File: src/mm_ram_pkg.sv
/*
 * mm_ram shared definitions
 * widths, the peripheral address map, status codes and the enums used
 * between the data port decoder, the register block and the response mux
 */
package mm_ram_pkg;

    // RAM geometry
    localparam int RAM_ADDR_WIDTH    = 16;
    localparam int RAM_SIZE          = 2 ** RAM_ADDR_WIDTH;

    // instruction fetch returns four data words per request
    localparam int INSTR_RDATA_WIDTH = 128;
    localparam int INSTR_BYTES       = INSTR_RDATA_WIDTH / 8;

    // data port
    localparam int ADDR_WIDTH        = 32;
    localparam int DATA_WIDTH        = 32;
    localparam int BE_WIDTH          = 4;

    // interrupt id as seen on the acknowledge interface
    localparam int IRQ_ID_WIDTH      = 5;

    // pseudo peripheral address map
    localparam logic [ADDR_WIDTH-1:0] TIMER_MASK_ADDR  = 32'h1500_0000;
    localparam logic [ADDR_WIDTH-1:0] TIMER_CNT_ADDR   = 32'h1500_0004;
    localparam logic [ADDR_WIDTH-1:0] TEST_STATUS_ADDR = 32'h2000_0000;
    localparam logic [ADDR_WIDTH-1:0] EXIT_ADDR        = 32'h2000_0004;

    // values written to the test status register
    localparam logic [DATA_WIDTH-1:0] TEST_PASS_CODE = 32'd123456789;
    localparam logic [DATA_WIDTH-1:0] TEST_FAIL_CODE = 32'd1;

    // mask bit and acknowledge id of the timer interrupt
    localparam int TIMER_IRQ_ID = 7;

    // source of the data port read data in the response cycle
    typedef enum logic [1:0] {
        SEL_RAM = 2'd0,
        SEL_REG = 2'd1,
        SEL_ERR = 2'd2
    } rdata_sel_e;

    // register operation targeted by a data port access
    typedef enum logic [1:0] {
        CR_TIMER_MASK  = 2'd0,
        CR_TIMER_CNT   = 2'd1,
        CR_TEST_STATUS = 2'd2,
        CR_EXIT        = 2'd3
    } ctrl_reg_e;

endpackage
File: src/mm_ram_rsp_mux.sv
/*
 * data port response stage
 * one-cycle rvalid and read data selection between RAM, registers and error
 */
`timescale 1ns/10ps

module mm_ram_rsp_mux (
    input  logic                            clk_i,
    input  logic                            rst_ni,
    input  logic                            req_i,
    input  mm_ram_pkg::rdata_sel_e          sel_i,
    input  logic [mm_ram_pkg::DATA_WIDTH-1:0] ram_rdata_i,
    input  logic [mm_ram_pkg::DATA_WIDTH-1:0] reg_rdata_i,
    output logic                            rvalid_o,
    output logic [mm_ram_pkg::DATA_WIDTH-1:0] rdata_o,
    output logic                            err_o
);

    import mm_ram_pkg::*;

    logic       rvalid_q;
    rdata_sel_e sel_q;

    always_ff @(posedge clk_i or negedge rst_ni) begin
        if (!rst_ni) begin
            rvalid_q <= 1'b0;
            sel_q    <= SEL_RAM;
        end else begin
            rvalid_q <= req_i;
            sel_q    <= sel_i;
        end
    end

    always_comb begin
        case (sel_q)
            SEL_RAM: rdata_o = ram_rdata_i;
            SEL_REG: rdata_o = reg_rdata_i;
            default: rdata_o = '0;
        endcase
    end

    // error only qualifies a response that is actually returned
    assign err_o    = rvalid_q && (sel_q == SEL_ERR);
    assign rvalid_o = rvalid_q;

endmodule

File: config.mk
export PLATFORM = sky130hd
export DESIGN_NAME = mm_ram_rsp_mux
export DESIGN_NICKNAME = d
export VERILOG_FILES = /design/src/mm_ram_pkg.sv /design/src/mm_ram_rsp_mux.sv
export SDC_FILE = /design/constraint.sdc
export NUM_CORES = 1
export LEC_CHECK = 0
export BUFFER_PORTS_ARGS = -buffer_cell sky130_fd_sc_hd__buf_2
export CORE_MARGIN = 8
export CORE_UTILIZATION = 30
export CTS_BUF_LIST = sky130_fd_sc_hd__clkbuf_4 sky130_fd_sc_hd__clkbuf_8
export DETAILED_ROUTE_END_ITERATION = 7
export PLACE_DENSITY = 0.87
export SLEW_MARGIN = 20
export SYNTH_ARGS = -nofsm -noshare
export SYNTH_HDL_FRONTEND = slang
export SYNTH_SLANG_ARGS = --single-unit
File: constraint.sdc
create_clock -name clk_i -period 2.9 [get_ports clk_i]
set_clock_uncertainty 0.1 [all_clocks]
set_input_delay 0.58 -clock clk_i [delete_from_list [all_inputs] [get_ports clk_i]]
set_output_delay 0.58 -clock clk_i [all_outputs]
set_load 0.01 [all_outputs]
# Word-level counts from Yosys, hierarchy flattened
# Index checks and enable logic that the tools add are counted.
# W data, S select, Z words.
[word_totals]
out_inout_bits = 34
ff_bits = 3
input_bits = 69
elab_cells = 7
[op_classes]
n_eq_ne = 2
mux = 1
n_reduce_logical = 2
[op_table]
columns = ["operator", "n"]
rows = [
  ["$pmux W32 S2", 1],
  ["$eq A2 B1 Y1 const B", 1],
  ["$eq A2 B2 Y1 const B", 1],
  ["$logic_not A2 Y1", 1],
  ["$logic_and A1 B1 Y1", 1],
]

# Logic depth before layout (Yosys ltp)
[logic_depth]
depth_word = 2
depth_mapped = 4
mapped_depth_nobuf = 2

# Worst setup path after synthesis
# Ideal clock, no wire load.
[synth_path]
path_kind = "register to output"
from = "register sel_q[0]"
to = "output port rdata_o[0] (netlist name)"
t_required_ns = 2.220
stages_incl_launch_ff = 5
path_buffers = 2
setup_slack_ns = 1.314
t_arrival_ns = 0.906
path_cell_list = "dfrtp_1 buf_6 buf_12 mux2i_1 nor2_1"
[synth_between]
elab_chain_cells = 2
elab_cells_between_ends = 3
cone_classes = "1 x eq/ne; 1 x mux; 1 x reduce/logical"
[synth_lines]
columns = ["item", "line", "text"]
rows = [
  ["start, declared", "mm_ram_rsp_mux.sv:22", "rdata_sel_e sel_q;"],
  ["start signal, assigned", "mm_ram_rsp_mux.sv:30", "sel_q <= sel_i;"],
  ["$eq A2 B1 Y1 or $logic_not A2 Y1 (tied branches)", "mm_ram_rsp_mux.sv:35", "case (sel_q)"],
  ["$pmux W32 S2 *", "mm_ram_rsp_mux.sv:35", ""],
  ["end, declared", "mm_ram_rsp_mux.sv:15", "output logic [mm_ram_pkg::DATA_WIDTH-1:0] rdata_o,"],
]
# Mark *: on every way between the ends. The rest lies on a longest branch, timed or not.

# Worst setup path after layout
# Same ends and word-level chain as after synthesis.

==> impl_results.md <==
- Outcome: finished, final reports clean
- Cell Count Post-Placement: 200
- Routed wire length per instance: around 13 µm
- Hold buffer count at CTS: 0
- Filler cell count: 206
- Number of buffers added for setup after CTS: 0
- Library cell with the highest instance count after synthesis: sky130_fd_sc_hd__nor2_1
- Pin count of the biggest net entering global routing: 19
- Overall track demand over capacity in global routing: 0.134
- Slowest stage cell on the critical path: sky130_fd_sc_hd__dfrtp_2
- Family with the most delay on the worst path: flip-flops
- Launching instance or port of the critical path: sel_q[0]$_DFF_PN0_
- Total die area: 0.00374 mm²
- Most common flop cell mapped by yosys: sky130_fd_sc_hd__dfrtp_1
- Height of the die: 61.2 µm
- Hold Violations, Final: 0
- Final non-filler cell area: between 0.001 and 0.0015 mm²
- Number of violations of the max-capacitance limit: 0
- Largest stage delay on the critical path: 0.64 ns
- Remaining Overflow, GRT: 0
- Diode insertion count for antenna repair: 0
- Initial DRC count: 25
- Synthesized cell area: just over 600 µm²
- Post-synthesis sequential area ratio: 0.123
- Number of buffers added on ports: 102
- Final-layout setup total negative slack: 0 ns
- Gate count after technology mapping: between 70 and 80
- Setup repair after global routing missed its margin: false
- Final worst path period share: 0.766
- Vias in the first global route: roughly 910
- Critical path capture point type: primary output
- Final standard cell count with taps included and fillers excluded: 204
- Cells along the critical path: buf_12 > mux2i_1 > nor2_1 > buf_2
- Fmax: approximately 450 MHz
- Post-synthesis net count: 146
- Via total after detailed routing: 890
- Critical-path maximum fanout: 18
- Worst setup path category: reg -> out
- Maximum buffer depth of the clock tree: 2
- Placeable Area: between 0.0015 and 0.002 mm²
- Power density of the placed cells: roughly 250 mW/mm²
- Setup crit start kind: flop
- CTS resizes: 0
- Fraction of synthesized cell area taken by the top area cell type: 0.524
- Max_slew headroom: 0.674
- Worst IR Drop VDD: a little under 0.2 mV
- Total leakage power: 0.752 nW
- Worst Path Buf+Inv: 2
- Layout cell share with drive strength beyond 1: 0.616
- Mean area per synthesized cell: ~8 µm²
- Area growth syn-to-layout: 84.0%
- Die width: about 60 µm
- Count of clock tree sinks: 3
- Count of flip-flops with a built-in enable after synthesis: 0
- Required time of the worst setup path: approximately 2.2 ns
- Commonest cells in the synthesized netlist: 33 x sky130_fd_sc_hd__nor2_1, 32 x sky130_fd_sc_hd__mux2i_1, 3 x sky130_fd_sc_hd__buf_12, 3 x sky130_fd_sc_hd__dfrtp_1
- Buffer cell driving the clock tree root: sky130_fd_sc_hd__clkbuf_4
- Yosys warning count: 0
- Drt total wl: approximately 2.7 mm
- Hold Path Class: in -> async
- I/O Pins: roughly 100
- Global-route wire length before repair: 3.88 mm
- Setup violations, final: 0
- Fraction of registers with async set or reset after synthesis: 1.00
- Placer Congestion: around 0.77
- Slew at the pin with the worst max-slew slack: 0.489 ns
- WP data arrival: 1.54 ns
- Clock edge transition at the registers on the reported setup and hold paths: 0.04 ns
- Final routed DRC violation total: 0
- Number of library cell types mapped by synthesis: 8
- # rows: 16
- Total placed instance area: between 0.001 and 0.0015 mm²
- Layout Nets: ~250
- Final worst path period need: roughly 2.2 ns
- Iteration count of the initial detailed-routing pass: 4
- Largest area contributor in the netlist: sky130_fd_sc_hd__mux2i_1
- Biggest area contributors in the synthesized netlist: sky130_fd_sc_hd__mux2i_1 52%, sky130_fd_sc_hd__nor2_1 20%, sky130_fd_sc_hd__dfrtp_1 12%, sky130_fd_sc_hd__buf_12 9.8%, sky130_fd_sc_hd__buf_6 1.8%
- Max Transition Viols Final: 0
- Number of buffers added by the clock tree synthesis step: 3
- Number of antenna violations at the first check in global routing: 0
- DR vias/cell: approximately 4.4
- Initial cell density of the core: 0.315
- Flip-flop and latch count after synthesis: 3
- Count of H-tree levels built during CTS: 1
- TritonCTS clock tree: done
- ANT nets after route: 0
- Estimated wirelength of the detail-placed design: 2.36 mm
-- worst paths after layout --
kind	slack (ns)	cells past startpoint	to
worst max-delay path	0.68	4	rdata_o[0]
worst min-delay path	0.03	1	sel_q[0]$_DFF_PN0_
max in group asynchronous	2.55	1	sel_q[0]$_DFF_PN0_
min in group clk_i	0.35	1	rvalid_o$_DFF_PN0_
-- per-layer routing --
layer  share of wire  vias to the layer above  wire length, µm  GRT usage
met4          0.0070                        0               19     0.0565
met1            0.35                      383              952      0.128
met2            0.54                       48             1480      0.255
met5               0                        -                0          0
li1                -                      457                -          -
met3           0.099                        2              268     0.0418
-- through the flow --
step	hold slack, ns	power, mW	util	setup slack [ns]
floorplan	0.184	0.129	-	1.31
global placement	0.276	0.198	0.564	0.970
detailed placement	0.278	0.201	0.564	0.921
CTS	0.0223	0.289	0.580	0.655
global route	0.0239	0.306	0.580	0.580
finish	0.0298	0.283	0.580	0.680
-- placed cells by master, fill, tap and decap left out, drive strengths merged --
master,netlist,layout
clkbuf,2,4
dfrtp,3,3
buf,6,104
nor2,33,33
nand2,1,1
mux2i,32,32
-- where the power goes --
part | switching [mW] | internal (mW) | leakage [nW]
Clock | 0.0232 | 0.0610 | 0.0184
Sequential | 0.00885 | 0.0443 | 0.0340
Combinational | 0.0643 | 0.0815 | 0.699
Total | 0.0963 | 0.187 | 0.752
-- logic make-up after synthesis --
group,Yosys count,synth area share
flops,3,0.123
mux,32,0.524
simple gates,34,0.209
buf+inv,8,0.145
-- state kept, by name, summed over array words and instances, names as in the netlist --
name,flops
sel_q,2
rvalid_o,1
-- final cells by class --
class	count	area, µm²	share of cell area
repair buffers	104	538	0.478
multi-input cells	66	448	0.398
well taps	27	33.8	0.0300
flip-flops and latches	3	76.3	0.0678
clock buffers	4	30.0	0.0267
Note: power is estimated with default switching activity, not from simulation.
