[config.mk]
export PLATFORM = sky130hd
export DESIGN_NAME = mm_ram_timer
export DESIGN_NICKNAME = d
export VERILOG_FILES = /design/src/mm_ram_pkg.sv /design/src/mm_ram_timer.sv
export SDC_FILE = /design/constraint.sdc
export NUM_CORES = 1
export LEC_CHECK = 0
export ABC_CLOCK_PERIOD_IN_PS = 3700
export BUFFER_PORTS_ARGS = -buffer_cell sky130_fd_sc_hd__clkbuf_2
export CAP_MARGIN = 5
export CORE_MARGIN = 4
export CORE_UTILIZATION = 50
export DETAILED_ROUTE_END_ITERATION = 10
export PLACE_DENSITY_LB_ADDON = 0.05
export RECOVER_POWER = 100
export SLEW_MARGIN = 10
export SYNTH_ARGS = -nofsm -noshare
export SYNTH_HDL_FRONTEND = slang
export SYNTH_SLANG_ARGS = --single-unit
[constraint.sdc]
create_clock -name clk_i -period 3.7 [get_ports clk_i]
set_clock_uncertainty 0.2 [all_clocks]
set_input_delay 0.185 -clock clk_i [delete_from_list [all_inputs] [get_ports clk_i]]
set_output_delay 0.185 -clock clk_i [all_outputs]
set_load 0.005 [all_outputs]
[src/mm_ram_pkg.sv]
/*
 * mm_ram shared definitions
 * widths, the peripheral address map, status codes and the enums used
 * between the data port decoder, the register block and the response mux
 */
package mm_ram_pkg;

    // RAM geometry
    localparam int RAM_ADDR_WIDTH    = 16;
    localparam int RAM_SIZE          = 2 ** RAM_ADDR_WIDTH;

    // instruction fetch returns four data words per request
    localparam int INSTR_RDATA_WIDTH = 128;
    localparam int INSTR_BYTES       = INSTR_RDATA_WIDTH / 8;

    // data port
    localparam int ADDR_WIDTH        = 32;
    localparam int DATA_WIDTH        = 32;
    localparam int BE_WIDTH          = 4;

    // interrupt id as seen on the acknowledge interface
    localparam int IRQ_ID_WIDTH      = 5;

    // pseudo peripheral address map
    localparam logic [ADDR_WIDTH-1:0] TIMER_MASK_ADDR  = 32'h1500_0000;
    localparam logic [ADDR_WIDTH-1:0] TIMER_CNT_ADDR   = 32'h1500_0004;
    localparam logic [ADDR_WIDTH-1:0] TEST_STATUS_ADDR = 32'h2000_0000;
    localparam logic [ADDR_WIDTH-1:0] EXIT_ADDR        = 32'h2000_0004;

    // values written to the test status register
    localparam logic [DATA_WIDTH-1:0] TEST_PASS_CODE = 32'd123456789;
    localparam logic [DATA_WIDTH-1:0] TEST_FAIL_CODE = 32'd1;

    // mask bit and acknowledge id of the timer interrupt
    localparam int TIMER_IRQ_ID = 7;

    // source of the data port read data in the response cycle
    typedef enum logic [1:0] {
        SEL_RAM = 2'd0,
        SEL_REG = 2'd1,
        SEL_ERR = 2'd2
    } rdata_sel_e;

    // register operation targeted by a data port access
    typedef enum logic [1:0] {
        CR_TIMER_MASK  = 2'd0,
        CR_TIMER_CNT   = 2'd1,
        CR_TEST_STATUS = 2'd2,
        CR_EXIT        = 2'd3
    } ctrl_reg_e;

endpackage
[src/mm_ram_timer.sv]
/*
 * countdown timer
 * raises a maskable interrupt when the count steps from 1 to 0
 */
`timescale 1ns/10ps

module mm_ram_timer (
    input  logic                              clk_i,
    input  logic                              rst_ni,
    input  logic                              load_i,
    input  logic [mm_ram_pkg::DATA_WIDTH-1:0]   load_value_i,
    input  logic                              hold_i,
    input  logic                              irq_en_i,
    input  logic                              irq_ack_i,
    input  logic [mm_ram_pkg::IRQ_ID_WIDTH-1:0] irq_id_i,
    output logic [mm_ram_pkg::DATA_WIDTH-1:0]   count_o,
    output logic                              irq_o
);

    import mm_ram_pkg::*;

    logic [DATA_WIDTH-1:0] count_q;
    logic                  irq_q;
    logic                  step;
    logic                  expire;
    logic                  ack;

    assign step   = !load_i && !hold_i && (count_q != '0);
    assign expire = step && (count_q == DATA_WIDTH'(1));
    assign ack    = irq_ack_i && (irq_id_i == IRQ_ID_WIDTH'(TIMER_IRQ_ID));

    always_ff @(posedge clk_i or negedge rst_ni) begin
        if (!rst_ni) begin
            count_q <= '0;
            irq_q   <= 1'b0;
        end else begin
            if (load_i) begin
                count_q <= load_value_i;
            end else if (step) begin
                count_q <= count_q - DATA_WIDTH'(1);
            end

            // acknowledge wins over a simultaneous expiry
            if (ack) begin
                irq_q <= 1'b0;
            end else if (expire && irq_en_i) begin
                irq_q <= 1'b1;
            end
        end
    end

    assign count_o = count_q;
    assign irq_o   = irq_q;

endmodule

# After elaboration in Yosys (flattened, before gate mapping)
# Cells that the tools add are included.
[totals] regBits=33 in_bits=43 wordCells=19
[op_classes] add_sub_neg=1 n_eq_ne=2 muxes=4 n_reduce_logical=10
[op_table] op="$mux 32" n=2
[op_table] op="$eq 32x1->1 const B" n=1
[op_table] op="$reduce_bool 32->1" n=1
[op_table] op="$sub 32x1->32 const B" n=1
[op_table] op="$eq 5x3->1 const B" n=1
[op_table] op="$logic_and 1x1->1" n=5
[op_table] op="$reduce_bool 2->1" n=2
[op_table] op="$logic_not 1->1" n=2
[op_table] op="$mux 1" n=2

# Logic depth before layout (Yosys ltp)
[logic_depth] word_depth=7 depth_mapped=9 ltp_nobuf=7

# Worst setup path after synthesis
# Ideal clock, no wire load.
[synth_timing] kind="flip-flop to flip-flop" startpoint="register count_q[0] (netlist: count_o[0])" endpoint="register count_q[22] (netlist: count_o[22])" setup_ps=69 arrival_ps=2417 path_slack_ps=1014 stages_incl_launch_ff=8 path_cell_list="dfrtp_1 -> inv_1 -> ha_1 -> or3b_2 -> or4_4 -> a31oi_4 -> or4b_1 -> nand3_1"
[synth_via] elab_chain_len=3
[synth_lines] element="from (decl)" line="mm_ram_timer.sv:22" text="logic [DATA_WIDTH-1:0] count_q;"
[synth_lines] element="from (signal assigned)" line="mm_ram_timer.sv:38" text="count_q <= load_value_i;"
[synth_lines] element="from (signal assigned)" line="mm_ram_timer.sv:40" text="count_q <= count_q - DATA_WIDTH'(1);"
[synth_lines] element="$sub 32x1->32 or $reduce_bool 32->1 (tied branches)" line="mm_ram_timer.sv:40, mm_ram_timer.sv:28"
[synth_lines] element="$mux 32 or $logic_and 1x1->1 (tied branches)" line="mm_ram_timer.sv:39, mm_ram_timer.sv:28"
[synth_lines] element="$mux 32 or $reduce_bool 2->1 (tied branches)"
# Several ways; a longest one is shown, not always the timed one. The select of a mux whose other input is x is not followed.
# A chain may end at the register's enable or synchronous reset.

# Worst setup path after layout
[layout_timing] startpoint="register count_q[0] (netlist: count_o[0])" endpoint="register irq_q (netlist: irq_o)"
[layout_via] elab_chain_len=5
[layout_lines] element="$reduce_bool 32->1" line="mm_ram_timer.sv:28" text="assign step = !load_i && !hold_i && (count_q != '0);"
[layout_lines] element="$logic_and 1x1->1" line="mm_ram_timer.sv:28"
[layout_lines] element="$logic_and 1x1->1 *" line="mm_ram_timer.sv:29" text="assign expire = step && (count_q == DATA_WIDTH'(1));"
[layout_lines] element="$logic_and 1x1->1 *" line="mm_ram_timer.sv:46" text="end else if (expire && irq_en_i) begin"
[layout_lines] element="$reduce_bool 2->1 (no line) *"
[layout_lines] element="to (signal assigned)" line="mm_ram_timer.sv:35" text="irq_q <= 1'b0;"
[layout_lines] element="to (signal assigned)" line="mm_ram_timer.sv:45" text="irq_q <= 1'b0;"
[layout_lines] element="to (signal assigned)" line="mm_ram_timer.sv:47" text="irq_q <= 1'b1;"
[layout_lines] element="to (decl)" line="mm_ram_timer.sv:23" text="logic irq_q;"
# Every way passes the cells marked *; elsewhere a longest branch is shown, timed or not.

==> reports/summary.txt <==
RSZ-0062 raised after global routing = no
Nets = 401
Violated checks = max-capacitance violations, max-slew violations
Largest net degree at the start of global routing = 42
Post-Synthesis Cell Area = 2200 um^2
Avg Cell Area, Syn = 8.694 um^2
Area post-placement = 2576 um^2
Final Util = 71.85%
Rows = 23
Detail Route Antenna Nets = 0
PortBufs = 75
Vias per Instance = 6.071
Initial antenna violation count = 0
Synth Register Bits = 33
Setup violators final = 0
WP data required = 3680 ps
Post-CTS setup buffers = 0
EDFF count, synth = 0
Hold Crit Class = in -> reg
Fraction of layout cells with a size suffix above 1 = 21.01%
DP HPWL = 4350 um
Die ar. = 5524 um^2
Critical Path Start Type = flop
PwrDens = 325.4 nW/um^2
CTS tree = done
CP Capture Type = flop
Period utilisation layout = 89.28%
Critical Path Fanout Max = 10
I/O pin count = 76
GRT overflow = 0
Net Count, Synth = 298
LEAKAGE = 1.215 nW
Minimum clock period = 3303 ps
Crit-path cells = inv_1, ha_1, or3b_2, nor4_2, a31oi_1, clkbuf_1, a31oi_1, a31oi_1, dlygate4sd3_1
Post-Layout Cell Count = 407
Fin. max-slew vios = 34
Vias in the first global route = 2,241
Register area share after synthesis = 37.54%
Initial drt markers = 235
Die X = 74.33 um
WHS = 15.59 ps
Reg2Reg Launch Point = count_o[0]
Fraction of registers with async set/reset = 100.0%
Post-synth top flop = dfrtp_1
Post-Syn Instances = 253
Max_slew headroom = -20.88%
Final instance area = 2957 um^2
Crit-path most repeated cell = a31oi_1
Start point of the critical path = count_o[0]
Peak VDD IR = 0.0002348 V
Commonest non-fill, non-tap cell in the layout = clkbuf_2
WP buf/inv = 3
CP peak stage delay = 560 ps
Drt total wl = 6644 um
Die height = 74.33 um
# diodes = 0
Actual slew at the worst max-slew pin = 1813 ps
WS Path Type = reg -> reg
Fmax = 0.3027 GHz
Max Cap Violations = 1
Global-route wire length before repair = 10,610 um
Post-route DRC = 0
Drt pass-1 iters = 6
Unique cell type count in the Yosys netlist = 49
Initial Util = 53.45%
Num CTS Buffers = 5
Root buffer cell = clkbuf_8
Ys Warns = 0
Vias = 2,471
Post-Place Cells = 366
Endpoints failing hold = 0
CTS H-tree depth = 2
CP max stage cell = dlygate4sd3_1
Clock Pin Slew Worst Setup and Hold Paths = 70 ps
Total negative slack = 0 ps
Core area = 4115 um^2
Largest delay share family, worst path = buffers and inverters
Run status = finished with violations
Clock sinks = 33
Most frequent cells in the layout = clkbuf_2, dfrtp_1, dlygate4sd3_1, nor2_1, clkbuf_1
Layout overhead on the synthesized area = 34.41%
Gpl congestion = 0.8650
Origin of the worst min-delay path = load_value_i[7]
Max clock buf depth = 2
CP Data Arrival Time = 3280 ps
Drt wl/cell = 16.32 um
Clock Latency Late Sink = 290 ps
GRT Total Usage = 24.71%
[worst min-delay path: stages]
cell      delay [ps]
clkbuf_2          80
nand2_1           50
o41ai_1           60
a31o_2            90
[kinds of logic (layout without fill, tap and decap cells)]
kind of cell	Yosys count	in the layout	share of synthesized area [%]
compound gates	60	60	19.91
simple gates	133	133	35.21
fa+ha+maj	2	2	1.137
xor+xnor	3	3	1.195
buf+inv	22	126	5.005
flops	33	33	37.54
[synthesized netlist by cell type (all sizes together), types with 2 or more instances]
master   number  area (um^2)
a21oi         6        30.03
a2bb2oi       2        17.52
a311o         4        40.04
a31oi        17        121.4
and2          2        12.51
and3          3        18.77
buf           5        46.29
clkbuf       10        37.54
dfrtp        33        825.8
ha            2        25.02
inv           7        26.27
nand2        21        78.83
nand3        14        75.07
nand3b        4        30.03
nand4         8        50.05
nor2         30        112.6
nor3          6        35.03
nor4          7        80.07
o211ai        4        30.03
o21ai         8        40.04
o311ai        2        17.52
o31ai         8        60.06
o41ai         3        26.28
or2           3        18.77
or3          14        87.58
or4          16        131.4
xnor2         3        26.28
[stage by stage]
step	total power, mW	setup slack (ps)
2_1_floorplan	0.5405	1014
3_3_place_gp	0.6296	943.5
3_5_place_dp	0.6316	885.6
4_1_cts	0.9682	501.9
5_1_grt	1.004	213.9
6_report	0.9621	396.5
[registers in the layout, indices dropped and copies added (netlist names)]
| register | flops |
|---|---|
| irq_o | 1 |
| count_o | 32 |
[path summary, 6_finish.rpt]
kind	to	cells after the start	slack, ps
min reg2reg	count_o[7]	1	360
max in group asynchronous	count_o[1]	2	1540
min in group asynchronous	count_o[31]	2	710
max reg2reg	irq_o	9	400
min	count_o[7]	4	20
max	irq_o	9	400
[report_power, final]
part | internal, mW | switching, mW
combinational | 0.103 | 0.102
sequential | 0.394 | 0.0514
clock | 0.168 | 0.144
total | 0.665 | 0.297
[layout make-up]
| class | instances | area [um^2] |
|---|---|---|
| Multi-Input combinational cell | 198 | 1245 |
| Fill cell | 332 | 1159 |
| Sequential cell | 33 | 825.8 |
| Timing Repair Buffer | 111 | 695.7 |
| Clock buffer | 7 | 96.34 |
| Tap cell | 50 | 62.56 |
| Inverter | 7 | 26.28 |
| Clock inverter | 1 | 5.005 |
[what timing repair did]
item                                   4_1_cts  5_1_grt
hold buffers                                33        0
endpoints found under the hold margin       64        0
setup endpoints to repair                    0        0
gates resized for setup                      0        0
[layer usage]
| metal | vias to the layer above | wire length, um | GRT usage [%] |
|---|---|---|---|
| met5 | - | 0 | 0 |
| met2 | 107 | 3110 | 39.86 |
| met1 | 1169 | 2970 | 35.16 |
| met3 | 9 | 502 | 4.054 |
| met4 | 0 | 61 | 5.336 |
| li1 | 1186 | - | - |
Power figures use the tool's default switching activity.
