[src/mm_ram_pkg.sv]
/*
 * mm_ram shared definitions
 * widths, the peripheral address map, status codes and the enums used
 * between the data port decoder, the register block and the response mux
 */
package mm_ram_pkg;

    // RAM geometry
    localparam int RAM_ADDR_WIDTH    = 16;
    localparam int RAM_SIZE          = 2 ** RAM_ADDR_WIDTH;

    // instruction fetch returns four data words per request
    localparam int INSTR_RDATA_WIDTH = 128;
    localparam int INSTR_BYTES       = INSTR_RDATA_WIDTH / 8;

    // data port
    localparam int ADDR_WIDTH        = 32;
    localparam int DATA_WIDTH        = 32;
    localparam int BE_WIDTH          = 4;

    // interrupt id as seen on the acknowledge interface
    localparam int IRQ_ID_WIDTH      = 5;

    // pseudo peripheral address map
    localparam logic [ADDR_WIDTH-1:0] TIMER_MASK_ADDR  = 32'h1500_0000;
    localparam logic [ADDR_WIDTH-1:0] TIMER_CNT_ADDR   = 32'h1500_0004;
    localparam logic [ADDR_WIDTH-1:0] TEST_STATUS_ADDR = 32'h2000_0000;
    localparam logic [ADDR_WIDTH-1:0] EXIT_ADDR        = 32'h2000_0004;

    // values written to the test status register
    localparam logic [DATA_WIDTH-1:0] TEST_PASS_CODE = 32'd123456789;
    localparam logic [DATA_WIDTH-1:0] TEST_FAIL_CODE = 32'd1;

    // mask bit and acknowledge id of the timer interrupt
    localparam int TIMER_IRQ_ID = 7;

    // source of the data port read data in the response cycle
    typedef enum logic [1:0] {
        SEL_RAM = 2'd0,
        SEL_REG = 2'd1,
        SEL_ERR = 2'd2
    } rdata_sel_e;

    // register operation targeted by a data port access
    typedef enum logic [1:0] {
        CR_TIMER_MASK  = 2'd0,
        CR_TIMER_CNT   = 2'd1,
        CR_TEST_STATUS = 2'd2,
        CR_EXIT        = 2'd3
    } ctrl_reg_e;

endpackage
[src/mm_ram_ctrl_regs.sv]
/*
 * control and status registers
 * timer mask, test status pulses, exit value and register readback
 */
`timescale 1ns/10ps

module mm_ram_ctrl_regs (
    input  logic                            clk_i,
    input  logic                            rst_ni,
    input  logic                            reg_req_i,
    input  mm_ram_pkg::ctrl_reg_e           reg_op_i,
    input  logic                            we_i,
    input  logic [mm_ram_pkg::DATA_WIDTH-1:0] wdata_i,
    input  logic [mm_ram_pkg::DATA_WIDTH-1:0] timer_count_i,
    output logic                            timer_load_o,
    output logic                            timer_hold_o,
    output logic                            timer_irq_en_o,
    output logic [mm_ram_pkg::DATA_WIDTH-1:0] rdata_o,
    output logic                            tests_passed_o,
    output logic                            tests_failed_o,
    output logic                            exit_valid_o,
    output logic [mm_ram_pkg::DATA_WIDTH-1:0] exit_value_o
);

    import mm_ram_pkg::*;

    logic                  reg_wr;
    logic                  reg_rd;
    logic [DATA_WIDTH-1:0] mask_q;
    logic [DATA_WIDTH-1:0] rdata_d;
    logic [DATA_WIDTH-1:0] rdata_q;
    logic                  passed_q;
    logic                  failed_q;
    logic                  exit_valid_q;
    logic [DATA_WIDTH-1:0] exit_value_q;

    assign reg_wr = reg_req_i && we_i;
    assign reg_rd = reg_req_i && !we_i;

    // any register write pauses the countdown for that cycle
    assign timer_hold_o   = reg_wr;
    assign timer_load_o   = reg_wr && (reg_op_i == CR_TIMER_CNT);
    assign timer_irq_en_o = mask_q[TIMER_IRQ_ID];

    always_comb begin
        rdata_d = '0;
        if (reg_rd) begin
            case (reg_op_i)
                CR_TIMER_MASK: rdata_d = mask_q;
                CR_TIMER_CNT:  rdata_d = timer_count_i;
                default:       rdata_d = '0;
            endcase
        end
    end

    // readback lines up with the RAM read data in the rvalid cycle
    always_ff @(posedge clk_i) begin
        rdata_q <= rdata_d;
    end

    always_ff @(posedge clk_i or negedge rst_ni) begin
        if (!rst_ni) begin
            mask_q       <= '0;
            passed_q     <= 1'b0;
            failed_q     <= 1'b0;
            exit_valid_q <= 1'b0;
            exit_value_q <= '0;
        end else begin
            if (reg_wr && reg_op_i == CR_TIMER_MASK) begin
                mask_q <= wdata_i;
            end
            passed_q     <= reg_wr && (reg_op_i == CR_TEST_STATUS) && (wdata_i == TEST_PASS_CODE);
            failed_q     <= reg_wr && (reg_op_i == CR_TEST_STATUS) && (wdata_i == TEST_FAIL_CODE);
            exit_valid_q <= reg_wr && (reg_op_i == CR_EXIT);
            if (reg_wr && reg_op_i == CR_EXIT) begin
                exit_value_q <= wdata_i;
            end
        end
    end

    assign rdata_o        = rdata_q;
    assign tests_passed_o = passed_q;
    assign tests_failed_o = failed_q;
    assign exit_valid_o   = exit_valid_q;
    assign exit_value_o   = exit_value_q;

endmodule

[config.mk]
export PLATFORM = sky130hd
export DESIGN_NAME = mm_ram_ctrl_regs
export DESIGN_NICKNAME = d
export VERILOG_FILES = /design/src/mm_ram_pkg.sv /design/src/mm_ram_ctrl_regs.sv
export SDC_FILE = /design/constraint.sdc
export NUM_CORES = 1
export LEC_CHECK = 0
export BUFFER_PORTS_ARGS = -buffer_cell sky130_fd_sc_hd__buf_4
export CAP_MARGIN = 20
export CORE_MARGIN = 4
export CORE_UTILIZATION = 40
export CTS_BUF_LIST = sky130_fd_sc_hd__clkbuf_8
export CTS_CLUSTER_SIZE = 24
export DETAILED_ROUTE_END_ITERATION = 16
export PLACE_DENSITY = 0.75
export SLEW_MARGIN = 15
export SYNTH_ARGS = -nofsm -noshare
export SYNTH_HDL_FRONTEND = slang
export SYNTH_SLANG_ARGS = --single-unit
export TNS_END_PERCENT = 30
[constraint.sdc]
create_clock -name clk_i -period 1.93 [get_ports clk_i]
set_clock_uncertainty 0.1 [all_clocks]
set_input_delay 0.193 -clock clk_i [delete_from_list [all_inputs] [get_ports clk_i]]
set_output_delay 0.193 -clock clk_i [all_outputs]
set_load 0.005 [all_outputs]
# After elaboration in Yosys (flattened, before gate mapping)
# Cells that the tools add are included.
[totals] input_bits=70 regBits=99
[op_classes] n_eq_ne=5 n_reduce_logical=10 n_mux=1
[ops] op="$pmux W32 S2" count=1
[ops] op="$eq A32 B1 Y1 const B" count=1
[ops] op="$eq A32 B27 Y1 const B" count=1
[ops] op="$logic_and A1 B1 Y1" count=8
[ops] op="$eq A2 B2 Y1 const B" count=2
[ops] op="$eq A2 B1 Y1 const B" count=1
[ops] op="$logic_not A2 Y1" count=1
[ops] op="$logic_not A1 Y1" count=1

# Longest topological paths before layout
[depth] word_depth=3 depth_mapped=6

# Worst setup path before layout
# OpenSTA, ideal clock, no wires.
[synth_timing] kind="in2reg" startpoint="input reg_op_i[0]" endpoint="register mask_q[10]" path_stages=6 setup_ps=125 setup_slack_ps=426 t_arrival_ps=1279 t_required_ps=1705 path_cell_list="buf_4 and3b_1 nor2b_1 buf_6 buf_6 mux2_4"
[synth_between] elab_chain_len=2
[synth_rtl] element="from (decl)" line_no="mm_ram_ctrl_regs.sv:11" source="input mm_ram_pkg::ctrl_reg_e reg_op_i,"
[synth_rtl] element="$logic_not A2 Y1" line_no="mm_ram_ctrl_regs.sv:69" source="if (reg_wr && reg_op_i == CR_TIMER_MASK) begin"
[synth_rtl] element="$logic_and A1 B1 Y1" line_no="mm_ram_ctrl_regs.sv:69"
[synth_rtl] element="to (signal assigned)" line_no="mm_ram_ctrl_regs.sv:70" source="mask_q <= wdata_i;"
[synth_rtl] element="to (decl)" line_no="mm_ram_ctrl_regs.sv:29" source="logic [DATA_WIDTH-1:0] mask_q;"
# No other way between the ends.
# A chain may end at the register's enable or synchronous reset.

# Worst setup path after layout
[layout_timing] startpoint="input wdata_i[29] (netlist name)" endpoint="register passed_q (netlist: tests_passed_o)"
[layout_between] elab_chain_len=2
[layout_rtl] element="from (decl)" line_no="mm_ram_ctrl_regs.sv:13" source="input logic [mm_ram_pkg::DATA_WIDTH-1:0] wdata_i,"
[layout_rtl] element="$eq A32 B27 Y1" line_no="mm_ram_ctrl_regs.sv:72" source="passed_q <= reg_wr && (reg_op_i == CR_TEST_STATUS) && (wdata_i == TEST_PASS_CODE);"
[layout_rtl] element="$logic_and A1 B1 Y1" line_no="mm_ram_ctrl_regs.sv:72"
[layout_rtl] element="to (signal assigned)" line_no="mm_ram_ctrl_regs.sv:72"
[layout_rtl] element="to (decl)" line_no="mm_ram_ctrl_regs.sv:32" source="logic passed_q;"
# No other way between the ends.

==> results.json <==
{
  "netlist_area_um2": 3840,
  "setup_violations": 0,
  "ant_nets": 0,
  "tightest_slew_ps": 834,
  "htreeDepth": 3,
  "synth_top_cell_area_share_pct": 43.6,
  "placed_cell_area_um2": 5040,
  "ys_seq_area_share_pct": 60.3,
  "finalCritPeriodShare_pct": 79.9,
  "via_count": 2835,
  "cap_violations": 0,
  "slew_violations": 0,
  "hold_path.startpoint": "timer_count_i[5]",
  "synth_nets": 338,
  "drt_pass1_iterations": 4,
  "die_area_um2": 11200,
  "hpwlAfterDp_um": 6490,
  "finalHoldViolCount": 0,
  "grt_pass1_wl_um": 15400,
  "grt_setup_unrepaired": "no",
  "ys_types": 22,
  "io_buffer_count": 139,
  "worstSetupEndpointType": "flip-flop",
  "start_kind": "primary input",
  "r2r-start": "exit_value_o[30]",
  "p_leak_nw": 2.79,
  "ys_warn_count": 0,
  "cts_resized": 0,
  "synth_area_leaders": "dfrtp_1, dfxtp_1, mux2_4",
  "drive_above_1_share_pct": 47.2,
  "chipWidth_um": 106,
  "numCtsBuffers": 9,
  "synth_seq_cells": 99,
  "drt-initial-drc-count": 62,
  "wl_um": 9730,
  "clockBufferDepth": 2,
  "power_density_nw_per_um2": 831,
  "synth_area_per_cell_um2": 14.3,
  "rows": 35,
  "worstPathRequired_ps": 2090,
  "ios": 140,
  "cts_root_buf": "clkbuf_8",
  "crit_type": "primary input to flip-flop",
  "critPathLaunch": "wdata_i[29]",
  "multi_input_area_um2": 1440,
  "fmax_ghz": 0.648,
  "avgViaCountPerCell": 4.66,
  "fin_area_um2": 5860,
  "cp_max_fo": 3,
  "final_nets": 544,
  "seq_area_um2": 2320,
  "coreArea_um2": 9280,
  "clk-insertion-delay-late_ps": 360,
  "grtUsageTotal_pct": 17.5,
  "dieHeight_um": 106,
  "grt_pass1_vias": 3070,
  "holdCritPathClass": "primary input to flip-flop",
  "path_clk_slew_ps": 90,
  "cts_sinks": 99,
  "antenna_cells": 0,
  "synth_area_leader_cell": "dfrtp_1",
  "grt_max_degree": 68,
  "tritoncts": "built",
  "overflow": 0,
  "antenna_found_initial": 0,
  "ir_worst_vdd_v": 0.000459,
  "nFillCells": 727,
  "relSlewSlack_pct": 44.4,
  "layout_min_cycle_time_ps": 1540,
  "areaGrowthSynthToFinish_pct": 52.4,
  "start_util_pct": 41.4,
  "tns_ps": 0,
  "outcome": "finished clean",
  "route.detailed.drc": 0,
  "avgRoutedWirePerCell_um": 16.0,
  "gp_congestion": 0.734,
  "crit_arrival_ps": 1710,
  "synthCells": 268
}
==> through the flow <==
stage	total power, W	hold WS (ps)	setup slack, ps	std cells	util, %
2_1_floorplan	0.00305	-203	426	268	-
3_3_place_gp	0.00356	245	397	528	54.2
3_5_place_dp	0.00360	261	393	528	54.2
4_1_cts	0.00491	21.8	391	608	63.1
5_1_grt	0.00511	41.6	370	608	63.1
6_report	0.00487	27.7	388	608	63.1
==> cell usage in the layout, fill, tap and decap left out <==
master,count
buf_4,143
dfrtp_1,67
dlygate4sd3_1,64
nor2_1,34
mux2_2,34
mux2i_1,32
dfxtp_1,32
mux2_4,30
clkbuf_8,10
nor4_1,6
nand4_1,5
nor3_1,3
inv_1,2
nand2_1,2
clkinvlp_4,2
buf_12,2
and2_1,1
nand3b_1,1
and3b_1,1
nor4b_1,1
nand3_1,1
or4_1,1
nand3_2,1
nor2b_4,1
clkinv_4,1
inv_6,1
clkinv_2,1
==> per-layer routing <==
metal / wire (um) / GRT usage (%) / up-vias
met2: 4940 / 30.7 / 89
met4: 176 / 5.18 / 0
li1: - / - / 1348
met5: 0 / 0 / -
met1: 4060 / 20.6 / 1384
met3: 550 / 5.28 / 14
==> area by class of cell <==
class	instances	share of cell area [%]
Clock buffer	10	2.35
Clock inverter	6	0.705
Inverter	1	0.0641
Multi-Input combinational cell	154	24.6
Sequential cell	99	39.6
Tap cell	129	2.76
Timing Repair Buffer	209	30.0
==> final timing paths <==
path | to | slack [ps] | cells after the start
max | tests_passed_o | 390 | 5
min | rdata_o[5] | 30 | 3
max reg2reg | exit_value_o[30] | 1040 | 1
min reg2reg | exit_value_o[16] | 410 | 1
max in group asynchronous | mask_q[5] | 800 | 2
min in group asynchronous | exit_value_o[24] | 380 | 2
==> Yosys cell counts <==
master,count
and2_1,1
buf_4,1
buf_1,3
and3b_1,1
nor4b_1,1
nor3_1,3
buf_6,4
mux2_2,34
mux2i_1,32
nor4_1,6
nand3b_1,1
dfrtp_1,67
nor2b_1,1
nor2_1,34
nand4_1,5
inv_1,1
nand2_1,2
or4_1,1
dfxtp_1,32
mux2_4,30
buf_2,6
nand3_1,2
==> cells by family after synthesis <==
kind of cell,count (synthesis),synth area share (%)
flops,99,60.3
mux,96,30.0
simple gates,58,7.13
buf+inv,15,2.54
==> report_power, final <==
group | switching, W | internal [W]
Combinational | 0.000348 | 0.000750
Clock | 0.000705 | 0.000504
Sequential | 0.000175 | 0.00238
Total | 0.00123 | 0.00364
==> repair_timing <==
| action | 4_1_cts | 5_1_grt |
|---|---|---|
| setup endpoints to repair | 0 | 0 |
| hold buffers | 64 | 0 |
| hold endpoints to repair | 162 | 0 |
| buffers inserted | 0 | 0 |
==> critical path, cell delays in order <==
cell,delay (ps)
dlygate4sd3_1,540
buf_4,140
nor4_1,420
nand4_1,190
nor3_1,220
==> sequential cells by signal, summed over array words and instances (netlist names) <==
| register | cells |
|---|---|
| mask_q | 32 |
| rdata_o | 32 |
| exit_valid_o | 1 |
| tests_passed_o | 1 |
| exit_value_o | 32 |
| tests_failed_o | 1 |
(Power assumes the default switching activity.)
