File: config.mk
export PLATFORM = sky130hd
export DESIGN_NAME = mm_ram_decoder
export DESIGN_NICKNAME = d
export VERILOG_FILES = /design/src/mm_ram_pkg.sv /design/src/mm_ram_decoder.sv
export SDC_FILE = /design/constraint.sdc
export NUM_CORES = 1
export LEC_CHECK = 0
export BUFFER_PORTS_ARGS = -buffer_cell sky130_fd_sc_hd__buf_2
export CAP_MARGIN = 10
export CORE_AREA = 8 8 45 47
export DETAILED_ROUTE_END_ITERATION = 10
export DIE_AREA = 0 0 53 55
export PLACE_DENSITY_LB_ADDON = 0.25
export SLEW_MARGIN = 20
export SYNTH_ARGS = -nofsm -noshare
export SYNTH_HDL_FRONTEND = slang
export SYNTH_SLANG_ARGS = --single-unit
File: constraint.sdc
create_clock -name vclk -period 2.8
set_clock_uncertainty 0.1 [all_clocks]
set_input_delay 0.56 -clock vclk [all_inputs]
set_output_delay 0.56 -clock vclk [all_outputs]
set_load 0.02 [all_outputs]
File: src/mm_ram_pkg.sv
/*
 * mm_ram shared definitions
 * widths, the peripheral address map, status codes and the enums used
 * between the data port decoder, the register block and the response mux
 */
package mm_ram_pkg;

    // RAM geometry
    localparam int RAM_ADDR_WIDTH    = 16;
    localparam int RAM_SIZE          = 2 ** RAM_ADDR_WIDTH;

    // instruction fetch returns four data words per request
    localparam int INSTR_RDATA_WIDTH = 128;
    localparam int INSTR_BYTES       = INSTR_RDATA_WIDTH / 8;

    // data port
    localparam int ADDR_WIDTH        = 32;
    localparam int DATA_WIDTH        = 32;
    localparam int BE_WIDTH          = 4;

    // interrupt id as seen on the acknowledge interface
    localparam int IRQ_ID_WIDTH      = 5;

    // pseudo peripheral address map
    localparam logic [ADDR_WIDTH-1:0] TIMER_MASK_ADDR  = 32'h1500_0000;
    localparam logic [ADDR_WIDTH-1:0] TIMER_CNT_ADDR   = 32'h1500_0004;
    localparam logic [ADDR_WIDTH-1:0] TEST_STATUS_ADDR = 32'h2000_0000;
    localparam logic [ADDR_WIDTH-1:0] EXIT_ADDR        = 32'h2000_0004;

    // values written to the test status register
    localparam logic [DATA_WIDTH-1:0] TEST_PASS_CODE = 32'd123456789;
    localparam logic [DATA_WIDTH-1:0] TEST_FAIL_CODE = 32'd1;

    // mask bit and acknowledge id of the timer interrupt
    localparam int TIMER_IRQ_ID = 7;

    // source of the data port read data in the response cycle
    typedef enum logic [1:0] {
        SEL_RAM = 2'd0,
        SEL_REG = 2'd1,
        SEL_ERR = 2'd2
    } rdata_sel_e;

    // register operation targeted by a data port access
    typedef enum logic [1:0] {
        CR_TIMER_MASK  = 2'd0,
        CR_TIMER_CNT   = 2'd1,
        CR_TEST_STATUS = 2'd2,
        CR_EXIT        = 2'd3
    } ctrl_reg_e;

endpackage
File: src/mm_ram_decoder.sv
/*
 * data port address decoder
 * steers each request to the RAM, to a control register or to the error path
 */
`timescale 1ns/10ps

module mm_ram_decoder (
    input  logic                            data_req_i,
    input  logic [mm_ram_pkg::ADDR_WIDTH-1:0] data_addr_i,
    input  logic                            data_we_i,
    output logic                            ram_req_o,
    output logic                            reg_req_o,
    output mm_ram_pkg::ctrl_reg_e           reg_op_o,
    output mm_ram_pkg::rdata_sel_e          sel_o
);

    import mm_ram_pkg::*;

    logic hit_ram;
    logic hit_mask;
    logic hit_cnt;
    logic hit_status;
    logic hit_exit;

    // RAM occupies everything below 2^RAM_ADDR_WIDTH
    assign hit_ram    = (data_addr_i[ADDR_WIDTH-1:RAM_ADDR_WIDTH] == '0);
    assign hit_mask   = (data_addr_i == TIMER_MASK_ADDR);
    assign hit_cnt    = (data_addr_i == TIMER_CNT_ADDR);
    assign hit_status = (data_addr_i == TEST_STATUS_ADDR);
    assign hit_exit   = (data_addr_i == EXIT_ADDR);

    always_comb begin
        ram_req_o = 1'b0;
        reg_req_o = 1'b0;
        reg_op_o  = CR_TIMER_MASK;
        sel_o     = SEL_RAM;

        if (hit_ram) begin
            ram_req_o = data_req_i;
        end else if (hit_mask) begin
            reg_req_o = data_req_i;
            reg_op_o  = CR_TIMER_MASK;
            sel_o     = SEL_REG;
        end else if (hit_cnt) begin
            reg_req_o = data_req_i;
            reg_op_o  = CR_TIMER_CNT;
            sel_o     = SEL_REG;
        end else if (data_we_i) begin
            // writes elsewhere complete with zero data and no error
            sel_o = SEL_REG;
            if (hit_status) begin
                reg_req_o = data_req_i;
                reg_op_o  = CR_TEST_STATUS;
            end else if (hit_exit) begin
                reg_req_o = data_req_i;
                reg_op_o  = CR_EXIT;
            end
        end else begin
            // status and exit are write-only, so reads land here too
            sel_o = SEL_ERR;
        end
    end

endmodule

Word level (Yosys, flattened, before mapping)
Cells that the tools add are included.
Storage, ports and cells
  register bits after elaboration: 0
  input port bits: 34
  output and inout bits: 6
  logic and storage cells: 22
Cells by class
  equal/unequal tests: 4
  muxes and demuxes: 17
  reduce and logical (&&, ||, !) cells: 1
Operators with widths (count)
  $eq 32x29->1 const B: 2
  $eq 32x30->1 const B: 2
  $mux 2: 10
  $logic_not 16->1: 1
  $mux 1: 7

Longest topological paths before layout
Gate-level depths: netlist of the first run.
  word-level depth: 7
  depth in mapped cells: 4
  mapped depth without buffers: 4

Least setup slack after synthesis of the first run
Ideal clock, no wire load.
  path kind: input port to output port
  from: input data_addr_i[21] (netlist name)
  to: output reg_op_o[1]
  data arrival time: 1.507 ns
  data required time: 2.140 ns
  slack: 0.633 ns
  cell stages on the path: 3
  buffers on the path: 0
  path through: nor4_1 nand3_1 nor3_1
On the way
  word-level cells in the longest chain between the ends: 7
  elaborated cells on any way between the ends: 11
  classes of those cells: eq/ne (4); mux (6); reduce/logical (1)
RTL lines
  start: declaration: line mm_ram_decoder.sv:9  | input logic [mm_ram_pkg::ADDR_WIDTH-1:0] data_addr_i,
  $eq 32x30->1: line mm_ram_decoder.sv:30  | assign hit_exit = (data_addr_i == EXIT_ADDR);
  $mux 2: line mm_ram_decoder.sv:54  | end else if (hit_exit) begin
  $mux 2: line mm_ram_decoder.sv:51  | if (hit_status) begin
  $mux 2: line mm_ram_decoder.sv:48  | end else if (data_we_i) begin
  $mux 2: line mm_ram_decoder.sv:44  | end else if (hit_cnt) begin
  $mux 2: line mm_ram_decoder.sv:40  | end else if (hit_mask) begin
  $mux 2 (*): line mm_ram_decoder.sv:38  | if (hit_ram) begin
  end: declaration: line mm_ram_decoder.sv:13  | output mm_ram_pkg::ctrl_reg_e reg_op_o,
Every way passes the cells marked *; elsewhere a longest branch is shown, timed or not.

Final worst setup path of the first run
  from: input data_addr_i[3] (netlist name)
  to: output sel_o[0]
On the way
  word-level cells in the longest chain between the ends: 4
  elaborated cells on any way between the ends: 5
  classes of those cells: eq/ne (2); mux (3)
RTL lines
  $eq 32x29->1: line mm_ram_decoder.sv:28  | assign hit_cnt = (data_addr_i == TIMER_CNT_ADDR);
  $mux 2: line mm_ram_decoder.sv:44
  $mux 2 (*): line mm_ram_decoder.sv:40
  $mux 2 (*): line mm_ram_decoder.sv:38
  end: declaration: line mm_ram_decoder.sv:14  | output mm_ram_pkg::rdata_sel_e sel_o
Marked as above.

==> results of run 1 <==
[critical path: cells and delay by family]
kind                   cells  cell delay, ns
buffers and inverters      2            0.27
AND/OR/NAND/NOR            3            0.74
AO/OA/AOI/OAI              1            0.14
[area by class of cell]
cell class | count | area, um^2 | area share (%)
Inverter | 1 | 3.75 | 1.05
Tap cell | 16 | 20.0 | 5.59
Timing Repair Buffer | 40 | 200 | 55.9
Multi-Input combinational cell | 22 | 134 | 37.4
[cell families after synthesis]
| logic type | count (synthesis) |
|---|---|
| simple gates | 21 |
| buf+inv | 1 |
| compound gates | 1 |
[routing by layer]
layer | GRT usage [%] | wire length, um | vias to the layer above
met3 | 3.21 | 217 | 0
met5 | 0 | 0 | -
met2 | 11.1 | 364 | 31
met4 | 0 | 0 | 0
met1 | 5.73 | 330 | 135
li1 | - | - | 175
[how the worst min path moves through the flow]
| stage | start | end | cells after the start |
|---|---|---|---|
| after floorplan | data_we_i | sel_o[1] | 1 |
| after global placement | data_we_i | sel_o[1] | 3 |
| after detailed placement | data_we_i | sel_o[1] | 3 |
| after CTS | data_we_i | sel_o[1] | 3 |
| after global routing | data_we_i | sel_o[1] | 3 |
| final | data_we_i | sel_o[1] | 3 |
[power by group]
group / internal [W] / leakage (nW) / total (W) / switching, W
Clock: 0 / 0 / 0 / 0
Sequential: 0 / 0 / 0 / 0
Combinational: 0.0000203 / 0.203 / 0.0000323 / 0.0000121
[through the flow]
| stage | utilization (%) | hold slack (ns) | setup WS [ns] |
|---|---|---|---|
| 2_1_floorplan | - | 1.11 | 0.633 |
| 3_3_place_gp | 25.9 | 1.32 | 0.385 |
| 3_5_place_dp | 25.9 | 1.33 | 0.381 |
| 4_1_cts | 25.9 | 1.33 | 0.381 |
| 5_1_grt | 25.9 | 1.35 | 0.205 |
| 6_report | 25.9 | 1.33 | 0.430 |
[synth_stat cells, drive strengths merged]
cell type | number | area (um^2)
nor3 | 5 | 25.0
nor2 | 1 | 3.75
nor4 | 6 | 37.5
nand4b | 1 | 8.76
nand3 | 2 | 10.0
nand2 | 1 | 3.75
nand4 | 1 | 6.26
and3 | 2 | 12.5
nor3b | 1 | 12.5
o21bai | 1 | 7.51
and2 | 1 | 6.26
inv | 1 | 3.75
==> qor.yml, run 1 <==
status: "complete, no violations"
n_antenna_cell: 0
crit_end: "sel_o[0]"
io_pins: 40
start_util_pct: 9.95
routed_wl_um: 912
power.leakage_nw: 0.203
netlist_area_um2: 138
synthSimpleGateAreaFrac_pct: 91.8
synth_compound_area_share_pct: 5.45
slew_headroom_pct: 82.7
drive_gt1_share_pct: 65.1
first_iter_violations: 0
globalRouteTotalUtil_pct: 5.83
critical_path_required_ns: 2.14
tightest_slew_ns: 0.258
critPathMaxStageDelay_ns: 0.29
finalNonFillerCells: 79
design.seq.count: 0
area_growth_syn_to_layout_pct: 160
rsz0062_at_grt: "false"
max_cap_viol_count: 0
wl_per_cell_um: 11.5
hpwl_um: 891
drc: 0
synth-adder-area-share_pct: 0
place_congestion: 0.706
fin_total_pwr_w: 0.0000323
antenna_found_initial: 0
placed_cell_area_um2: 358
grt_pass1_vias: 371
portBuffers: 40
crit_start: "data_addr_i[3]"
dp_cells: 79
max-vdd-ir-drop_v: 0.0000231
num-fill-cells: 164
final_antenna_net_count: 0
layout_common_cells: "buf_2 (40), nor4_1 (6), nor3_1 (5)"
drv_slew: 0
hold_path_class: "in2out"
clkbuf_count: 0
crit_arrival_ns: 1.71
hold_viol: 0
muxShareOfSynthArea_pct: 0
routed_via_density: 4.32
synthXorXnorAreaFrac_pct: 0
ys_warn_count: 0
fin_crit_ns: 2.37
startpoint_type: "input pin"
crit_path_cell_trace: "buf_2, nor4_1, nand4_1, nor3_1, o21bai_1, buf_2"
grt_pass1_wl_um: 1400
end_kind: "output port"
cp_slowest_cell: "nor4_1"
fin_crit_sh_pct: 84.6
ys_seq_area_share_pct: 0
dr_total_vias: 341
syn_nets: 57
die_h_um: 55
grt.overflow.total: 0
fmax_ghz: 0.422
postCtsSetupBuffers: 0
setup_viol: 0
stdcell_area_um2: 358
p_per_area_mw_per_mm2: 90.3
die_w_um: 53
fin_tns_setup_ns: 0
ctsResizeCount: 0
rows: 14
crit_top_cell: "buf_2"
design.die.area_mm2: 0.00292
nets: 99
drt-pass1-iter-count: 1
grt_max_degree: 5
synth_area_per_cell_um2: 5.98
coreArea_mm2: 0.00138
synth_top_family_by_area: "simple AND/OR/NAND/NOR gates"
worstSetupPathType: "in2out"
critPathMaxFanout: 3
cts_hold_buf: 0
seqCellArea_um2: 0
synth_cell_types: 12
final_common_cell: "buf_2"
syn_inst: 23
No activity file was read; power rests on OpenSTA's default activity.
==> inputs of run 2 (changes only) <==
--- a/config.mk
+++ b/config.mk
@@ -5,6 +5,7 @@
 export SDC_FILE = /design/constraint.sdc
 export NUM_CORES = 1
 export LEC_CHECK = 0
+export ABC_AREA = 1
 export BUFFER_PORTS_ARGS = -buffer_cell sky130_fd_sc_hd__buf_2
 export CAP_MARGIN = 10
 export CORE_AREA = 8 8 45 47
==> constraint.sdc (replaced) <==
create_clock -name vclk -period 2.1
set_clock_uncertainty 0.1 [all_clocks]
set_input_delay 0.42 -clock vclk [all_inputs]
set_output_delay 0.42 -clock vclk [all_outputs]
set_load 0.02 [all_outputs]
==> qor.yml, run 2 <==
status: "complete, no violations"
grt_pass1_wl_um: 1700
critPathMaxFanout: 4
fin_crit_sh_pct: 87.7
design.die.area_mm2: 0.00292
synth_cell_types: 9
ctsResizeCount: 0
synth_area_per_cell_um2: 4.12
clkbuf_count: 0
fin_tns_setup_ns: 0
power_frac_clock_pct: 0
cts_hold_buf: 0
seqCellArea_um2: 0
setup_viol: 0
crit_arrival_ns: 1.32
place_congestion: 0.690
coreArea_mm2: 0.00138
max-vdd-ir-drop_v: 0.0000446
drv_slew: 0
grt_pass1_vias: 498
stdcell_area_um2: 587
start_util_pct: 26.5
rsz0062_at_grt: "false"
tightest_slew_ns: 0.237
ys_warn_count: 0
multi_input_comb_area_um2: 258
globalRouteTotalUtil_pct: 6.81
fin_crit_ns: 1.84
power.leakage_nw: 0.409
postCtsSetupBuffers: 0
num-fill-cells: 171
yosysTopAreaCell: "inv_1"
syn_nets: 123
dp_slack_ns: 0.244
hpwl_um: 1100
switching_share_pct: 47.3
dr_total_vias: 587
synth_top_area_share_pct: 27.6
nets: 165
layout_common_cells: "buf_2 (40), inv_1 (27), nand2_1 (23)"
hold_path_class: "in2out"
die_h_um: 55
area_growth_syn_to_layout_pct: 60.1
drc: 0
switchingPower_w: 0.0000310
die_w_um: 53
worst_slack_ns: 0.258
worstSetupPathType: "in2out"
final_common_cell: "buf_2"
p_int_w: 0.0000345
slew_headroom_pct: 84.2
drt-pass1-iter-count: 2
n_antenna_cell: 0
startpoint_type: "input pin"
design.seq.count: 0
wl_per_cell_um: 7.85
rows: 14
first_iter_violations: 3
syn_inst: 89
p_seq_share_pct: 0
portBuffers: 40
end_kind: "output port"
synth_area_leaders: "inv_1 (28%), nand2_1 (24%), nor2_1 (23%)"
grt_max_degree: 5
io_pins: 40
max_cap_viol_count: 0
fin_total_pwr_w: 0.0000655
ys_top_cells_by_count: "inv_1 (27), nand2_1 (23), nor2_1 (22)"
antenna_found_initial: 0
hold_slack_ns: 1.07
fmax_ghz: 0.543
placed_cell_area_um2: 587
routed_wl_um: 1140
ys_seq_area_share_pct: 0
grt.overflow.total: 0
holdCritStartpoint: "data_req_i"
synth.most_common_cell: "inv_1"
routed_via_density: 4.05
combPwrFrac_pct: 100.0
netlist_area_um2: 367
critical_path_required_ns: 1.58
crit_start: "data_addr_i[15]"
hold_viol: 0
p_per_area_mw_per_mm2: 112
drive_gt1_share_pct: 38.0
final_antenna_net_count: 0
==> run 2: cell types whose count changed after synthesis, sizes merged, moves of 2 or more <==
cell,delta
and3,-2
inv,+28
nand2,+24
nand3,+4
nor2,+25
nor3,-5
nor4,-6
==> run 2: cell families (layout without fill, tap and decap cells) <==
family                 Yosys count  count (layout)  synth area share [%]
AO/OA/AOI/OAI                    1               1                  2.39
buffers and inverters           29              69                  29.7
AND/OR/NAND/NOR                 59              59                  67.9
==> run 2: final timing paths <==
kind / to / slack, ns / depth (start not counted)
min: ram_req_o / 1.07 / 4
max: sel_o[0] / 0.26 / 7
==> run 2: area by class of cell <==
| type | count | area share (%) |
|---|---|---|
| Multi-Input combinational cell | 60 | 43.9 |
| Timing Repair Buffer | 40 | 34.1 |
| Tap cell | 16 | 3.41 |
| Inverter | 29 | 18.6 |
==> run 2: worst max-delay path: stages <==
cell and delay, ns:
buf_2 0.09, nor2_1 0.09, nand2_1 0.06, nor2_1 0.21
nand3_1 0.16, a21oi_2 0.13, buf_2 0.17
==> run 2: metal layers <==
metal	vias up	routed length, um	part of all wire [%]	GRT usage, %
li1	329	-	-	-
met1	240	420	37	7.54
met2	18	618	54	13.5
met3	0	98	8.6	1.60
met4	0	0	0	0
met5	-	0	0	0
==> run 2: through the flow <==
step	util, %	cells
2_1_floorplan	-	89
3_3_place_gp	42.4	145
3_5_place_dp	42.4	145
4_1_cts	42.4	145
5_1_grt	42.4	145
6_report	42.4	145
==> run 2: power groups by stage <==
stage	logic (W)	clock network [W]	registers, W
finish	0.0000655	0	0
global route	0.0000747	0	0
CTS	0.0000666	0	0
detailed placement	0.0000664	0	0
global placement	0.0000647	0	0
floorplan	0.0000286	0	0
==> inputs of run 3 (changes only) <==
--- a/config.mk
+++ b/config.mk
@@ -11,7 +11,7 @@
 export CORE_AREA = 8 8 45 47
 export DETAILED_ROUTE_END_ITERATION = 10
 export DIE_AREA = 0 0 53 55
-export PLACE_DENSITY_LB_ADDON = 0.25
+export PLACE_DENSITY = 0.69
 export SLEW_MARGIN = 20
 export SYNTH_ARGS = -nofsm -noshare
 export SYNTH_HDL_FRONTEND = slang
==> qor.yml, run 3 (synthesis results as in run 2) <==
ctsResizeCount: 0
startpoint_type: "input pin"
fmax_ghz: 0.536
grt_pass1_vias: 571
p_per_area_mw_per_mm2: 112
drc: 0
routed_via_density: 4.09
die_h_um: 55
antenna_found_initial: 0
clkbuf_count: 0
portBuffers: 40
first_iter_violations: 6
globalRouteTotalUtil_pct: 7.63
hold_path_class: "in2out"
layout_common_cells: "buf_2 (40), inv_1 (27), nand2_1 (23)"
wl_per_cell_um: 7.92
status: "complete, no violations"
fin_tns_setup_ns: 0
die_w_um: 53
hpwl_um: 1120
routed_wl_um: 1150
crit_arrival_ns: 1.35
placed_cell_area_um2: 587
max_cap_viol_count: 0
grt.overflow.total: 0
postCtsSetupBuffers: 0
coreArea_mm2: 0.00138
grt_max_degree: 5
area_growth_syn_to_layout_pct: 60.1
critPathMaxStageDelay_ns: 0.22
fin_crit_ns: 1.87
grtUsageMet2_pct: 15.8
nets: 165
critical_path_required_ns: 1.58
final_antenna_net_count: 0
stdcell_area_um2: 587
n_antenna_cell: 0
critPathMaxFanout: 4
end_kind: "output port"
drv_slew: 0
gr-usage-met1_pct: 8.14
hold_viol: 0
design.seq.count: 0
io_pins: 40
rsz0062_at_grt: "false"
grt_pass1_wl_um: 1880
dr_total_vias: 593
seqCellArea_um2: 0
drt-pass1-iter-count: 4
start_util_pct: 26.5
use_met3_pct: 1.34
tightest_slew_ns: 0.242
cp_slowest_cell: "nor2_1"
place_congestion: 0.769
setup_viol: 0
design.die.area_mm2: 0.00292
crit_path_cell_trace: "buf_2, nor2_1, nand2_1, nor2_1, nand3_1, a21oi_2, buf_2"
fin_crit_sh_pct: 88.8
busiest_layer: "met2"
max-vdd-ir-drop_v: 0.0000499
cts_hold_buf: 0
final_common_cell: "buf_2"
worstSetupPathType: "in2out"
slew_headroom_pct: 83.8
power.leakage_nw: 0.409
drive_gt1_share_pct: 38.0
rows: 14
[run 3: cell counts in the layout (fill, tap and decap cells not counted)]
No cell type changed its count.
[run 3: area by class of cell]
cell class / instances / area (um^2)
Inverter: 29 / 109
Timing Repair Buffer: 40 / 200
Tap cell: 16 / 20.0
Multi-Input combinational cell: 60 / 258
Fill cell: 160 / 797
[run 3: final timing paths]
kind / to / start / cells after the start
worst max-delay path: sel_o[0] / data_addr_i[13] / 7
worst min-delay path: ram_req_o / data_req_i / 4
[run 3: metrics by stage]
stage / util (%) / power [W] / hold slack [ns] / setup WS, ns / instances
floorplan: - / 0.0000286 / 0.859 / 0.394 / 89
global placement: 42.4 / 0.0000650 / 1.07 / 0.223 / 145
detailed placement: 42.4 / 0.0000664 / 1.07 / 0.219 / 145
CTS: 42.4 / 0.0000667 / 1.07 / 0.215 / 145
global route: 42.4 / 0.0000752 / 1.09 / 0.128 / 145
finish: 42.4 / 0.0000659 / 1.07 / 0.234 / 145
[run 3: routing by layer]
metal | up-vias | wire, um
met4 | 0 | 0
met1 | 236 | 476
met2 | 27 | 536
met5 | - | 0
met3 | 0 | 136
li1 | 330 | -
[run 3: critical path, delay by kind of cell]
kind	cells	cell delay (ns)
compound gates	1	0.13
simple gates	4	0.54
buf+inv	2	0.27
[run 3: where the power goes]
group / switching (W) / total, W / leakage, nW / internal [W]
Combinational: 0.0000313 / 0.0000659 / 0.409 / 0.0000346
Clock: 0 / 0 / 0 / 0
Sequential: 0 / 0 / 0 / 0
Total: 0.0000313 / 0.0000659 / 0.409 / 0.0000346
